File: src/hdl/mario_world_pkg.sv
package mario_world_pkg;

    // ==================================================
    // Widths
    // ==================================================
    localparam int COORD_W = 10;
    localparam int SCORE_W = 24;

    // ==================================================
    // Screen and sprite boxes
    // ==================================================
    localparam logic [COORD_W-1:0] SCREEN_MAX_X = 10'd1023;
    // Top edge shared by standing players and the goomba
    localparam logic [COORD_W-1:0] GROUND_Y     = 10'd400;

    localparam logic [COORD_W-1:0] PLAYER_W     = 10'd26;
    localparam logic [COORD_W-1:0] PLAYER_H     = 10'd32;
    // Rightmost top-left x a player may reach
    localparam logic [COORD_W-1:0] PLAYER_MAX_X = SCREEN_MAX_X - PLAYER_W;

    localparam logic [COORD_W-1:0] GOMBA_W       = 10'd32;
    localparam logic [COORD_W-1:0] GOMBA_H       = 10'd32;
    localparam logic [COORD_W-1:0] GOMBA_MIN_X   = 10'd0;
    localparam logic [COORD_W-1:0] GOMBA_MAX_X   = SCREEN_MAX_X - GOMBA_W;
    localparam logic [COORD_W-1:0] GOMBA_START_X = 10'd400;

    // Coins
    localparam logic [COORD_W-1:0] COIN_W  = 10'd16;
    localparam logic [COORD_W-1:0] COIN_H  = 10'd28;
    localparam logic [COORD_W-1:0] COIN_Y  = 10'd340;
    localparam logic [COORD_W-1:0] COIN1_X = 10'd450;
    localparam logic [COORD_W-1:0] COIN2_X = 10'd900;

    // ==================================================
    // Physics, per frame
    // ==================================================
    localparam logic [COORD_W-1:0]        WALK_STEP    = 10'd2;
    localparam logic signed [COORD_W-1:0] JUMP_SPEED   = 10'sd10;
    localparam logic signed [COORD_W-1:0] GRAVITY      = 10'sd1;
    localparam logic [COORD_W-1:0]        STOMP_MARGIN = 10'd8;

    // USB HID key codes
    localparam logic [7:0] KEY_A     = 8'h04;
    localparam logic [7:0] KEY_D     = 8'h07;
    localparam logic [7:0] KEY_W     = 8'h1A;
    localparam logic [7:0] KEY_LEFT  = 8'h50;
    localparam logic [7:0] KEY_RIGHT = 8'h4F;
    localparam logic [7:0] KEY_UP    = 8'h52;

    localparam logic [COORD_W-1:0] MARIO_START_X = 10'd100;
    localparam logic [COORD_W-1:0] LUIGI_START_X = 10'd160;

    typedef enum logic [1:0] {
        ON_GROUND = 2'd0,
        IN_AIR    = 2'd1,
        DEAD      = 2'd2
    } player_state_t;

    // Strict overlap of two spans given by start and length
    function automatic logic spans_overlap(
        input logic [COORD_W-1:0] a,
        input logic [COORD_W-1:0] a_len,
        input logic [COORD_W-1:0] b,
        input logic [COORD_W-1:0] b_len
    );
        logic [COORD_W:0] a_end;
        logic [COORD_W:0] b_end;
        a_end = {1'b0, a} + {1'b0, a_len};
        b_end = {1'b0, b} + {1'b0, b_len};
        return ({1'b0, a} < b_end) && ({1'b0, b} < a_end);
    endfunction

endpackage

File: src/hdl/player_if.sv
`timescale 1ns/1ps

interface player_if;
    import mario_world_pkg::*;

    // Top-left corner of the player box
    logic [COORD_W-1:0]        x;
    logic [COORD_W-1:0]        y;
    // Negative while rising
    logic signed [COORD_W-1:0] y_motion;
    logic                      alive;
    // Combinational level from the judge
    logic                      kill;

    modport mover (
        output x, y, y_motion, alive,
        input  kill
    );

    modport judge (
        input  x, y, y_motion, alive,
        output kill
    );

    // Coin pickup only looks at the box
    modport collector (
        input x, y, alive
    );

endinterface

File: src/hdl/player_motion.sv
`timescale 1ns/1ps

module player_motion #(
    parameter logic [mario_world_pkg::COORD_W-1:0] START_X        = 10'd100,
    parameter logic [7:0]                          KEY_LEFT_CODE  = 8'h04,
    parameter logic [7:0]                          KEY_RIGHT_CODE = 8'h07,
    parameter logic [7:0]                          KEY_JUMP_CODE  = 8'h1A
) (
    input  logic           Clk,
    input  logic           rst_n,
    input  logic           frame_tick,
    input  logic [31:0]    keycode,
    player_if.mover        p
);
    import mario_world_pkg::*;

    player_state_t             state;
    logic [COORD_W-1:0]        x_q;
    logic [COORD_W-1:0]        y_q;
    logic signed [COORD_W-1:0] vy_q;

    logic                      left_held;
    logic                      right_held;
    logic                      jump_held;
    logic [COORD_W-1:0]        x_next;
    // Two extra bits so a step above the top or below ground is visible
    logic signed [COORD_W+1:0] y_sum;

    // Any of the four report bytes may carry the key
    function automatic logic key_down(input logic [31:0] codes, input logic [7:0] key);
        logic hit;
        hit = 1'b0;
        for (int i = 0; i < 4; i++) begin
            if (codes[8*i +: 8] == key) begin
                hit = 1'b1;
            end
        end
        return hit;
    endfunction

    assign left_held  = key_down(keycode, KEY_LEFT_CODE);
    assign right_held = key_down(keycode, KEY_RIGHT_CODE);
    assign jump_held  = key_down(keycode, KEY_JUMP_CODE);

    // ==================================================
    // Horizontal step with left taking priority
    // ==================================================
    always_comb begin
        x_next = x_q;
        if (left_held) begin
            x_next = (x_q >= WALK_STEP) ? x_q - WALK_STEP : '0;
        end else if (right_held) begin
            x_next = (x_q <= PLAYER_MAX_X - WALK_STEP) ? x_q + WALK_STEP : PLAYER_MAX_X;
        end
    end

    // Candidate height for an airborne frame
    assign y_sum = $signed({2'b00, y_q}) + $signed({{2{vy_q[COORD_W-1]}}, vy_q});

    // ==================================================
    // Frame update
    // ==================================================
    always_ff @(posedge Clk) begin
        if (!rst_n) begin
            state <= ON_GROUND;
            x_q   <= START_X;
            y_q   <= GROUND_Y;
            vy_q  <= '0;
        end else if (frame_tick) begin
            if (state != DEAD && p.kill) begin
                // Killed players do not take this frame's step
                state <= DEAD;
            end else begin
                case (state)
                    ON_GROUND: begin
                        x_q <= x_next;
                        if (jump_held) begin
                            vy_q  <= -JUMP_SPEED;
                            state <= IN_AIR;
                        end
                    end
                    IN_AIR: begin
                        x_q <= x_next;
                        // Jump key ignored here
                        if (y_sum >= $signed({2'b00, GROUND_Y})) begin
                            y_q   <= GROUND_Y;
                            vy_q  <= '0;
                            state <= ON_GROUND;
                        end else if (y_sum < 0) begin
                            y_q  <= '0;
                            vy_q <= vy_q + GRAVITY;
                        end else begin
                            y_q  <= y_sum[COORD_W-1:0];
                            vy_q <= vy_q + GRAVITY;
                        end
                    end
                    default: begin
                        // Dead players stay frozen
                        state <= DEAD;
                    end
                endcase
            end
        end
    end

    assign p.x        = x_q;
    assign p.y        = y_q;
    assign p.y_motion = vy_q;
    assign p.alive    = (state != DEAD);

endmodule

File: src/hdl/gomba_walker.sv
`timescale 1ns/1ps

module gomba_walker (
    input  logic                               Clk,
    input  logic                               rst_n,
    input  logic                               frame_tick,
    input  logic                               gomba_kill,
    output logic [mario_world_pkg::COORD_W-1:0] gomba_x,
    output logic                               gomba_alive
);
    import mario_world_pkg::*;

    logic [COORD_W-1:0] x_q;
    logic               alive_q;
    // High while walking right
    logic               dir_right;
    logic [COORD_W-1:0] x_next;

    // One pixel per frame
    assign x_next = dir_right ? x_q + COORD_W'(1) : x_q - COORD_W'(1);

    // ==================================================
    // Patrol between the two bounds
    // ==================================================
    always_ff @(posedge Clk) begin
        if (!rst_n) begin
            x_q       <= GOMBA_START_X;
            alive_q   <= 1'b1;
            dir_right <= 1'b1;
        end else if (frame_tick && alive_q) begin
            if (gomba_kill) begin
                // Freeze where it was stomped
                alive_q <= 1'b0;
            end else begin
                x_q <= x_next;
                // Turn around on reaching a bound
                if (dir_right && x_next >= GOMBA_MAX_X) begin
                    dir_right <= 1'b0;
                end else if (!dir_right && x_next <= GOMBA_MIN_X) begin
                    dir_right <= 1'b1;
                end
            end
        end
    end

    assign gomba_x     = x_q;
    assign gomba_alive = alive_q;

endmodule

File: src/hdl/contact_judge.sv
`timescale 1ns/1ps

module contact_judge (
    player_if.judge                             mario,
    player_if.judge                             luigi,
    input  logic [mario_world_pkg::COORD_W-1:0] gomba_x,
    input  logic                                gomba_alive,
    output logic                                gomba_kill
);
    import mario_world_pkg::*;

    logic mario_touch;
    logic luigi_touch;
    logic mario_stomp;
    logic luigi_stomp;

    // Falling, and bottom no deeper than the margin into the goomba
    function automatic logic is_stomp(
        input logic [COORD_W-1:0]        py,
        input logic signed [COORD_W-1:0] vy
    );
        logic [COORD_W:0] bottom;
        logic [COORD_W:0] limit;
        bottom = {1'b0, py} + {1'b0, PLAYER_H};
        limit  = {1'b0, GROUND_Y} + {1'b0, STOMP_MARGIN};
        return (vy > 0) && (bottom <= limit);
    endfunction

    // ==================================================
    // Box overlap, goomba always at ground height
    // ==================================================
    assign mario_touch = mario.alive && gomba_alive
        && spans_overlap(mario.x, PLAYER_W, gomba_x, GOMBA_W)
        && spans_overlap(mario.y, PLAYER_H, GROUND_Y, GOMBA_H);

    assign luigi_touch = luigi.alive && gomba_alive
        && spans_overlap(luigi.x, PLAYER_W, gomba_x, GOMBA_W)
        && spans_overlap(luigi.y, PLAYER_H, GROUND_Y, GOMBA_H);

    assign mario_stomp = is_stomp(mario.y, mario.y_motion);
    assign luigi_stomp = is_stomp(luigi.y, luigi.y_motion);

    // Stomp kills the goomba
    assign gomba_kill = (mario_touch && mario_stomp) || (luigi_touch && luigi_stomp);

    // Any other contact is a side hit on the player
    assign mario.kill = mario_touch && !mario_stomp;
    assign luigi.kill = luigi_touch && !luigi_stomp;

endmodule

File: src/hdl/coin_keeper.sv
`timescale 1ns/1ps

module coin_keeper (
    input  logic                                Clk,
    input  logic                                rst_n,
    input  logic                                frame_tick,
    player_if.collector                         mario,
    player_if.collector                         luigi,
    output logic [1:0]                          coin_alive,
    output logic [mario_world_pkg::SCORE_W-1:0] score
);
    import mario_world_pkg::*;

    logic [1:0]         alive_q;
    logic [SCORE_W-1:0] score_q;
    logic [1:0]         taken;
    logic [1:0]         taken_count;

    // Live player box against a coin at (cx, COIN_Y)
    function automatic logic grabs(
        input logic               p_alive,
        input logic [COORD_W-1:0] px,
        input logic [COORD_W-1:0] py,
        input logic [COORD_W-1:0] cx
    );
        return p_alive
            && spans_overlap(px, PLAYER_W, cx, COIN_W)
            && spans_overlap(py, PLAYER_H, COIN_Y, COIN_H);
    endfunction

    // ==================================================
    // Pickup detection
    // ==================================================
    assign taken[0] = alive_q[0] && (grabs(mario.alive, mario.x, mario.y, COIN1_X)
                                  || grabs(luigi.alive, luigi.x, luigi.y, COIN1_X));
    assign taken[1] = alive_q[1] && (grabs(mario.alive, mario.x, mario.y, COIN2_X)
                                  || grabs(luigi.alive, luigi.x, luigi.y, COIN2_X));

    // Both coins may go in the same frame
    assign taken_count = {1'b0, taken[0]} + {1'b0, taken[1]};

    always_ff @(posedge Clk) begin
        if (!rst_n) begin
            alive_q <= 2'b11;
            score_q <= '0;
        end else if (frame_tick) begin
            alive_q <= alive_q & ~taken;
            score_q <= score_q + {{(SCORE_W-2){1'b0}}, taken_count};
        end
    end

    assign coin_alive = alive_q;
    assign score      = score_q;

endmodule

File: src/hdl/mario_world_top.sv
`timescale 1ns/1ps

module mario_world_top (
    input  logic                                Clk,
    input  logic                                rst_n,
    // One-cycle strobe per video frame
    input  logic                                frame_tick,
    input  logic [31:0]                         keycode,
    output logic [mario_world_pkg::COORD_W-1:0] mario_x,
    output logic [mario_world_pkg::COORD_W-1:0] mario_y,
    output logic [mario_world_pkg::COORD_W-1:0] luigi_x,
    output logic [mario_world_pkg::COORD_W-1:0] luigi_y,
    output logic [mario_world_pkg::COORD_W-1:0] gomba_x,
    output logic                                mario_alive,
    output logic                                luigi_alive,
    output logic                                gomba_alive,
    output logic [1:0]                          coin_alive,
    output logic [mario_world_pkg::SCORE_W-1:0] score
);
    import mario_world_pkg::*;

    // ==================================================
    // Player buses
    // ==================================================
    player_if mario_bus ();
    player_if luigi_bus ();

    logic gomba_kill;

    // Mario on WASD
    player_motion #(
        .START_X        (MARIO_START_X),
        .KEY_LEFT_CODE  (KEY_A),
        .KEY_RIGHT_CODE (KEY_D),
        .KEY_JUMP_CODE  (KEY_W)
    ) u_mario (
        .Clk        (Clk),
        .rst_n      (rst_n),
        .frame_tick (frame_tick),
        .keycode    (keycode),
        .p          (mario_bus)
    );

    // Luigi on the arrow keys
    player_motion #(
        .START_X        (LUIGI_START_X),
        .KEY_LEFT_CODE  (KEY_LEFT),
        .KEY_RIGHT_CODE (KEY_RIGHT),
        .KEY_JUMP_CODE  (KEY_UP)
    ) u_luigi (
        .Clk        (Clk),
        .rst_n      (rst_n),
        .frame_tick (frame_tick),
        .keycode    (keycode),
        .p          (luigi_bus)
    );

    gomba_walker u_gomba (
        .Clk         (Clk),
        .rst_n       (rst_n),
        .frame_tick  (frame_tick),
        .gomba_kill  (gomba_kill),
        .gomba_x     (gomba_x),
        .gomba_alive (gomba_alive)
    );

    // Kills are levels, sampled by the movers at the tick
    contact_judge u_judge (
        .mario       (mario_bus),
        .luigi       (luigi_bus),
        .gomba_x     (gomba_x),
        .gomba_alive (gomba_alive),
        .gomba_kill  (gomba_kill)
    );

    coin_keeper u_coins (
        .Clk        (Clk),
        .rst_n      (rst_n),
        .frame_tick (frame_tick),
        .mario      (mario_bus),
        .luigi      (luigi_bus),
        .coin_alive (coin_alive),
        .score      (score)
    );

    // Player state out to the pins
    assign mario_x     = mario_bus.x;
    assign mario_y     = mario_bus.y;
    assign mario_alive = mario_bus.alive;
    assign luigi_x     = luigi_bus.x;
    assign luigi_y     = luigi_bus.y;
    assign luigi_alive = luigi_bus.alive;

endmodule

File: config.mk
export PLATFORM = sky130hd
export DESIGN_NAME = mario_world_top
export DESIGN_NICKNAME = d
export VERILOG_FILES = /design/src/hdl/mario_world_pkg.sv /design/src/hdl/player_if.sv /design/src/hdl/player_motion.sv /design/src/hdl/gomba_walker.sv /design/src/hdl/contact_judge.sv /design/src/hdl/coin_keeper.sv /design/src/hdl/mario_world_top.sv
export SDC_FILE = /design/constraint.sdc
export NUM_CORES = 1
export LEC_CHECK = 0
export BUFFER_PORTS_ARGS = -buffer_cell sky130_fd_sc_hd__buf_2
export CORE_MARGIN = 1.5
export CORE_UTILIZATION = 54
export DETAILED_ROUTE_END_ITERATION = 10
export PLACE_DENSITY = 0.78
export REMOVE_ABC_BUFFERS = 1
export SYNTH_ARGS = -nofsm -noshare
export SYNTH_HDL_FRONTEND = slang
export SYNTH_HIERARCHICAL = 1
export SYNTH_SLANG_ARGS = --single-unit
File: constraint.sdc
create_clock -name Clk -period 3.78 [get_ports Clk]
set_input_delay 0.378 -clock Clk [delete_from_list [all_inputs] [get_ports Clk]]
set_output_delay 0.378 -clock Clk [all_outputs]
set_load 0.05 [all_outputs]
### Yosys cells after proc, flatten, opt, wreduce, memory -nomap -nowiden

Index checks and enable logic that the tools add are counted.

| storage, ports and cells | value |
|---|---|
| bits in registers | 102 |
| bits of input ports | 35 |
| output and inout port bits | 79 |
| word-level logic and storage cells | 219 |

| cells by class | value |
|---|---|
| add/subtract/negate cells | 17 |
| order comparisons | 34 |
| eq/ne operators | 34 |
| mux-type cells | 53 |
| bitwise operators | 5 |
| reduce and logical (&&, ||, !) cells | 63 |

Operator list:

| operator | number |
|---|---|
| $mux 10 | 17 |
| $eq 8x7->1 const B | 12 |
| $lt 9x11->1 const A | 6 |
| $eq 8x3->1 const B | 8 |
| $lt 10x9->1 const B | 6 |
| $lt 10x11->1 | 4 |
| $add 10x2->10 const B | 4 |
| $pmux 10 s2 | 2 |
| $logic_and 1x1->1 | 37 |
| $add 10x6->11 const B | 3 |
| $eq 8x5->1 const B | 4 |
| $mux 1 | 26 |
| $add 11x10->12 | 2 |
| $add 24x2->24 | 1 |
| $ge 12x10->1 const B | 2 |
| $lt 12x1->1 const B | 2 |
| $add 10x5->11 const B | 2 |
| $le 11x9->1 const B | 2 |
| $lt 10x11->1 const A | 2 |
| $ge 10x2->1 const B | 2 |
| $gt 10x1->1 const B | 2 |
| $le 10x10->1 const B | 2 |
| $lt 10x10->1 const B | 2 |
| $sub 10x2->10 const B | 2 |
| other kinds (22) | 54 |

### Longest topological paths before layout

| logic depth | value |
|---|---|
| depth in word-level cells | 9 |
| depth in mapped cells | 18 |

### Cells and area by module

Netlist, hierarchy kept.

Modules (own cells, without submodules):

| module | instances | cells each | area an instance (um^2) | seq. area each (um^2) |
|---|---|---|---|---|
| player_motion (u_mario) | 1 | 334 | 2511.2 | 640.6 |
| player_motion (u_luigi) | 1 | 310 | 2398.6 | 640.6 |
| coin_keeper | 1 | 242 | 1976.9 | 520.5 |
| contact_judge | 1 | 177 | 1353.8 | 0.0 |
| gomba_walker | 1 | 115 | 948.4 | 240.2 |

### Worst setup path after synthesis

No wires, ideal clock.

| timing path | value |
|---|---|
| path type | register -> register |
| start | register u_luigi.x_q[1] (netlist: u_luigi/p.x[1]) |
| end | register u_coins.score_q[21] (netlist: u_coins/score[21]) |
| setup time | 0.115 ns |
| data arrival time | 4.010 ns |
| data required time | 3.665 ns |
| slack | -0.345 ns |
| stages on the path, launching flop included | 15 |
| path buffers | 0 |
| period minus slack after synthesis | 4.125 ns |
| cell sequence | dfxtp_1 ha_1 or3_4 or3_1 a211oi_2 a21oi_1 o31ai_2 nand2_1 fa_1 and4b_1 nand4_1 nor3_2 nand3_1 xnor2_1 and2_1 |

| on the way | value |
|---|---|
| cells in the longest elaborated chain, start to end | 9 |
| elaborated cells between the ends (all ways) | 17 |
| classes of those cells | add/sub (3); order compare (4); reduce/logical (10) |

Ends and longest elaborated chain:

| what | line | RTL |
|---|---|---|
| start, declared | player_motion.sv:18 | `logic [COORD_W-1:0] x_q;` |
| start signal, assigned | player_motion.sv:76 | `x_q <= x_next;` |
| start signal, assigned | player_motion.sv:83 | `x_q <= x_next;` |
| $add 10x5->11 | mario_world_pkg.sv:68 | `a_end = {1'b0, a} + {1'b0, a_len};` |
| $lt 9x11->1 / $lt 10x11->1 (equally long branches) | mario_world_pkg.sv:70 | `return ({1'b0, a} < b_end) && ({1'b0, b} < a_end);` |
| $logic_and 1x1->1 | mario_world_pkg.sv:70 |  |
| $logic_and 1x1->1 | coin_keeper.sv:27 | `&& spans_overlap(px, PLAYER_W, cx, COIN_W)` |
| $logic_and 1x1->1 | coin_keeper.sv:28 | `&& spans_overlap(py, PLAYER_H, COIN_Y, COIN_H);` |
| $logic_or 1x1->1 (on tied branches) | coin_keeper.sv:35, coin_keeper.sv:37 |  |
| $logic_and 1x1->1 (on tied branches) | coin_keeper.sv:34, coin_keeper.sv:36 |  |
| $add 1x1->2 * | coin_keeper.sv:40 | `assign taken_count = {1'b0, taken[0]} + {1'b0, taken[1]};` |
| $add 24x2->24 * | coin_keeper.sv:48 | `score_q <= score_q + {{(SCORE_W-2){1'b0}}, taken_count};` |
| end signal, assigned | coin_keeper.sv:48 |  |
| end, declared | coin_keeper.sv:15 | `logic [SCORE_W-1:0] score_q;` |

Mark *: on every way between the ends. The rest lies on a longest branch, timed or not.
A chain may end at the register's enable or synchronous reset.

### Final worst setup path

| timing path | value |
|---|---|
| start | register u_luigi.x_q[1] (netlist: u_luigi/p.x[1]) |
| end | register u_coins.score_q[12] (netlist: u_coins/score[12]) |

Same word-level chain as after synthesis.

==> results.md <==
- Final WS setup: roughly 0.18 ns
- Max Cap Viol: 0
- Slowest stage delay, CP: 0.38 ns
- Slew @ Worst Pin: 1.073 ns
- CP bufs+invs: 2
- Reg-to-reg endpoint: u_coins/score[12]$_SDFFE_PN0P_
- DP Worst Slack: between 0.04 and 0.05 ns
- Core area: ~0.017 mm2
- Hold Crit Endpoint: u_mario/p.x[6]$_SDFFE_PN1P_
- Die height: 133.4 um
- Die W: 133.4 um
- RSZ-0062 raised after global routing: true
- Rows: 47
- Worst Hold Path Cells: 2
- Initial core utilization: 0.5541
- IO Port Bufs: 113
- Routed vias: between 9k and 10k
- DRT Pass-1 Iters: 5
- Max-slew headroom: 0.2784
- Peak supply drop: around 0.24 mV
- Global-route wire length before repair: 43.51 mm
- Max Slew Vio Count: 0
- Status: finished, final reports clean
- Worst min path class: in2reg
- Post-route ant nets: 0
- Design Area, Final: roughly 0.011 mm2
- H-tree Lvls: 3
- Share of cells above drive strength 1: 0.1929
- Post-DP Area: just over 0.01 mm2
- Worst reg-to-reg path cell count: 15
- Clock Skew: ~0.0089 ns
- Minimum clock period after layout: approximately 3.6 ns
- Routed WL per cell: between 15 and 20 um
- Post-DP HPWL: ~20 mm
- Flop2flop setup slack: approximately 0.18 ns
- CP Max Fanout: 5
- CP max stage cell: or3_4
- Root buf cell: clkbuf_16
- GRT Util Overall: 0.2939
- Primary FF master, synth: dfxtp_1
- Initial antenna violation count: 0
- Startpoint types: flop
- Synth top area cells: dfxtp_1, ha_1, a21oi_1
- GPL Wtd Cong: roughly 0.93
- RR Startpoint: u_luigi/p.x[1]$_SDFFE_PN0P_
- Bufs on Longest Clock Path: 2
- CTS tree: built
- Hold Vio Cnt, Final: 0
- TritonCTS Buffers: 9
- Mean Syn Cell Area: around 8 um2
- Initial drt markers: between 900 and 1k
- Worst-skew pair later-pin latency: approximately 0.36 ns
- Synth async-reset ratio: 0
- Cell Pwr Density: 216.3 mW/mm2
- Sequential element share of the synthesized area: 0.2222
- Vias/cell: around 6.3
- EDFF count, synth: 0
- Layout Area Growth over Synthesis: 17.10%
- Static Leak: about 4.7 nW
- Flops & latches, synth: a little over 100
- Distinct cells, synth: 96
- Most frequent cell after synthesis: nand2_1
- Hold wc startpoint: rst_n
- Ant. Diodes: 0
- Clock-pin slew on the worst setup and hold paths: 0.07 ns
- Max Freq: 278.1 MHz
- TritonCTS Sinks: 102
- Nets: between 1k and 1.5k
- Critical path data arrival time: 3.88 ns
- Die area: ~0.018 mm2
- Critical Path End Type: flop
- Netlist Area Pre-Place: ~0.0092 mm2
- Syn Inst Count: between 1k and 1.5k
- IO Pins: roughly 110
- Final core occ: 0.6489
- # setup viols final: 0
- Critical-path cell list: ha_4 -> or3_4 -> or3_4 -> a211oi_2 -> a21oi_2 -> o31ai_2 -> nand2_1 -> fa_2 -> inv_2 -> ha_4 -> and3_4 -> nand4_1 -> buf_4 -> or3_1 -> a21boi_1
- Setup CP Type: reg2reg
- Largest net degree at the start of global routing: 43
- Overflow left after global routing: 0
- Yosys warning count: 6
- Vias in the first global route: between 8k and 9k
- TNS Setup: 0 ns
- Post-CTS Hold Buffers: 0
- Post-synth top cells: nand2_1, dfxtp_1, nor2_1
- Final worst-path cycle share: 0.9512
- Area share of the largest cell type after synthesis: 0.2222
- Cell family with most CP delay: simple AND/OR/NAND/NOR gates
- Req. time, crit path: 4.07 ns
- Most area-hungry cell type in the Yosys netlist: dfxtp_1
- DRC violation count after routing: 0
- DRT Wirelength: 26.31 mm
[worst max-delay path by stage]
stage                                                end                   startpoint  slack (ns)  cells after the start
after floorplan           u_coins/score[21]$_SDFFE_PN0P_  u_luigi/p.x[1]$_SDFFE_PN0P_       -0.35                     14
after global placement    u_coins/score[22]$_SDFFE_PN0P_  u_luigi/p.x[1]$_SDFFE_PN0P_        0.18                     16
after detailed placement  u_coins/score[12]$_SDFFE_PN0P_  u_luigi/p.x[1]$_SDFFE_PN0P_        0.05                     15
after CTS                 u_coins/score[12]$_SDFFE_PN0P_  u_luigi/p.x[1]$_SDFFE_PN0P_        0.03                     15
after global routing      u_coins/score[12]$_SDFFE_PN0P_  u_luigi/p.x[1]$_SDFFE_PN0P_       -0.03                     15
final                     u_coins/score[12]$_SDFFE_PN0P_  u_luigi/p.x[1]$_SDFFE_PN0P_        0.18                     15
[through the flow]
step           hold slack, ns  power [mW]  instances
3_5_place_dp           0.5081       1.402       1533
5_1_grt                0.4251       2.414       1552
4_1_cts                0.4019       2.333       1549
6_report               0.4110       2.328       1552
2_1_floorplan          0.4399       1.292       1143
3_3_place_gp           0.5049       1.394       1533
[layout make-up]
type,instances,area [um2]
well taps,220,275.3
inverters,42,157.7
clock inverters,5,41.29
fillers,1481,5823
multi-input cells,999,6959
repair buffers,173,1028
flip-flops and latches,102,2046
clock buffers,11,252.7
[report_power, final]
part           switching (mW)  internal, mW  total, mW  leakage (nW)
Sequential             0.0202          1.08       1.10         0.826
Combinational           0.180         0.103      0.282          3.75
Clock                   0.451         0.491      0.941         0.144
Total                   0.650          1.68       2.33          4.72
[flip-flops by register name (all words and copies together), names as in the netlist]
name / flops
u_gomba/dir_right: 1
u_luigi/p.x: 10
u_mario/p.y_motion: 10
u_coins/coin_alive: 2
u_mario/p.y: 10
u_gomba/gomba_x: 10
u_luigi/p.y: 10
u_luigi/p.y_motion: 10
u_coins/score: 24
u_mario/state: 2
u_luigi/state: 2
u_mario/p.x: 10
u_gomba/gomba_alive: 1
[per-layer routing]
layer / share of wire / wire, um / up-vias / GRT usage
met1: 0.44 / 11600 / 4562 / 0.3936
met3: 0.069 / 1825 / 38 / 0.03501
met2: 0.47 / 12360 / 370 / 0.4899
li1: - / - / 4741 / -
met4: 0.020 / 527 / 0 / 0.1014
met5: 0 / 0 / - / 0
[cells by family (layout without fill, tap and decap cells)]
logic type | Yosys count | count (layout) | synth area share
flops | 102 | 102 | 0.2222
fa+ha+maj | 94 | 94 | 0.1313
mux | 7 | 7 | 0.007898
compound gates | 320 | 320 | 0.2402
xor+xnor | 61 | 61 | 0.05896
buf+inv | 77 | 231 | 0.03472
simple gates | 517 | 517 | 0.3047
[cells in the final DEF (no fill, tap or decap), types with 9 or more instances in the layout]
| cell type | netlist | layout |
|---|---|---|
| ha_1 | 90 | 87 |
| buf_2 | 5 | 113 |
| a211oi_1 | 9 | 9 |
| o211ai_1 | 17 | 17 |
| and2_1 | 24 | 24 |
| or3_1 | 18 | 17 |
| a21o_1 | 12 | 12 |
| nor2b_1 | 18 | 18 |
| buf_4 | 1 | 59 |
| a211o_1 | 9 | 9 |
| inv_1 | 42 | 41 |
| nor3b_1 | 15 | 14 |
| xor2_1 | 29 | 29 |
| dfxtp_1 | 102 | 99 |
| nand4b_1 | 10 | 10 |
| clkbuf_16 | 0 | 9 |
| o21ai_1 | 13 | 13 |
| o21ai_0 | 50 | 50 |
| a31oi_1 | 13 | 13 |
| a21oi_1 | 83 | 82 |
| nand2b_1 | 12 | 12 |
| xnor2_1 | 31 | 31 |
| o21a_1 | 10 | 10 |
| nand4_1 | 32 | 32 |
| nand2_1 | 110 | 109 |
| nor3_1 | 34 | 31 |
| and3_1 | 23 | 22 |
| nand3_1 | 60 | 60 |
| nor2_1 | 100 | 98 |
[timing repair]
| item | in CTS | in global routing |
|---|---|---|
| hold endpoints to repair | 0 | 0 |
| setup endpoints to repair | 0 | 55 |
| resized for setup | 0 | 30 |
| setup buffers | 0 | 3 |
(Power assumes the default switching activity.)
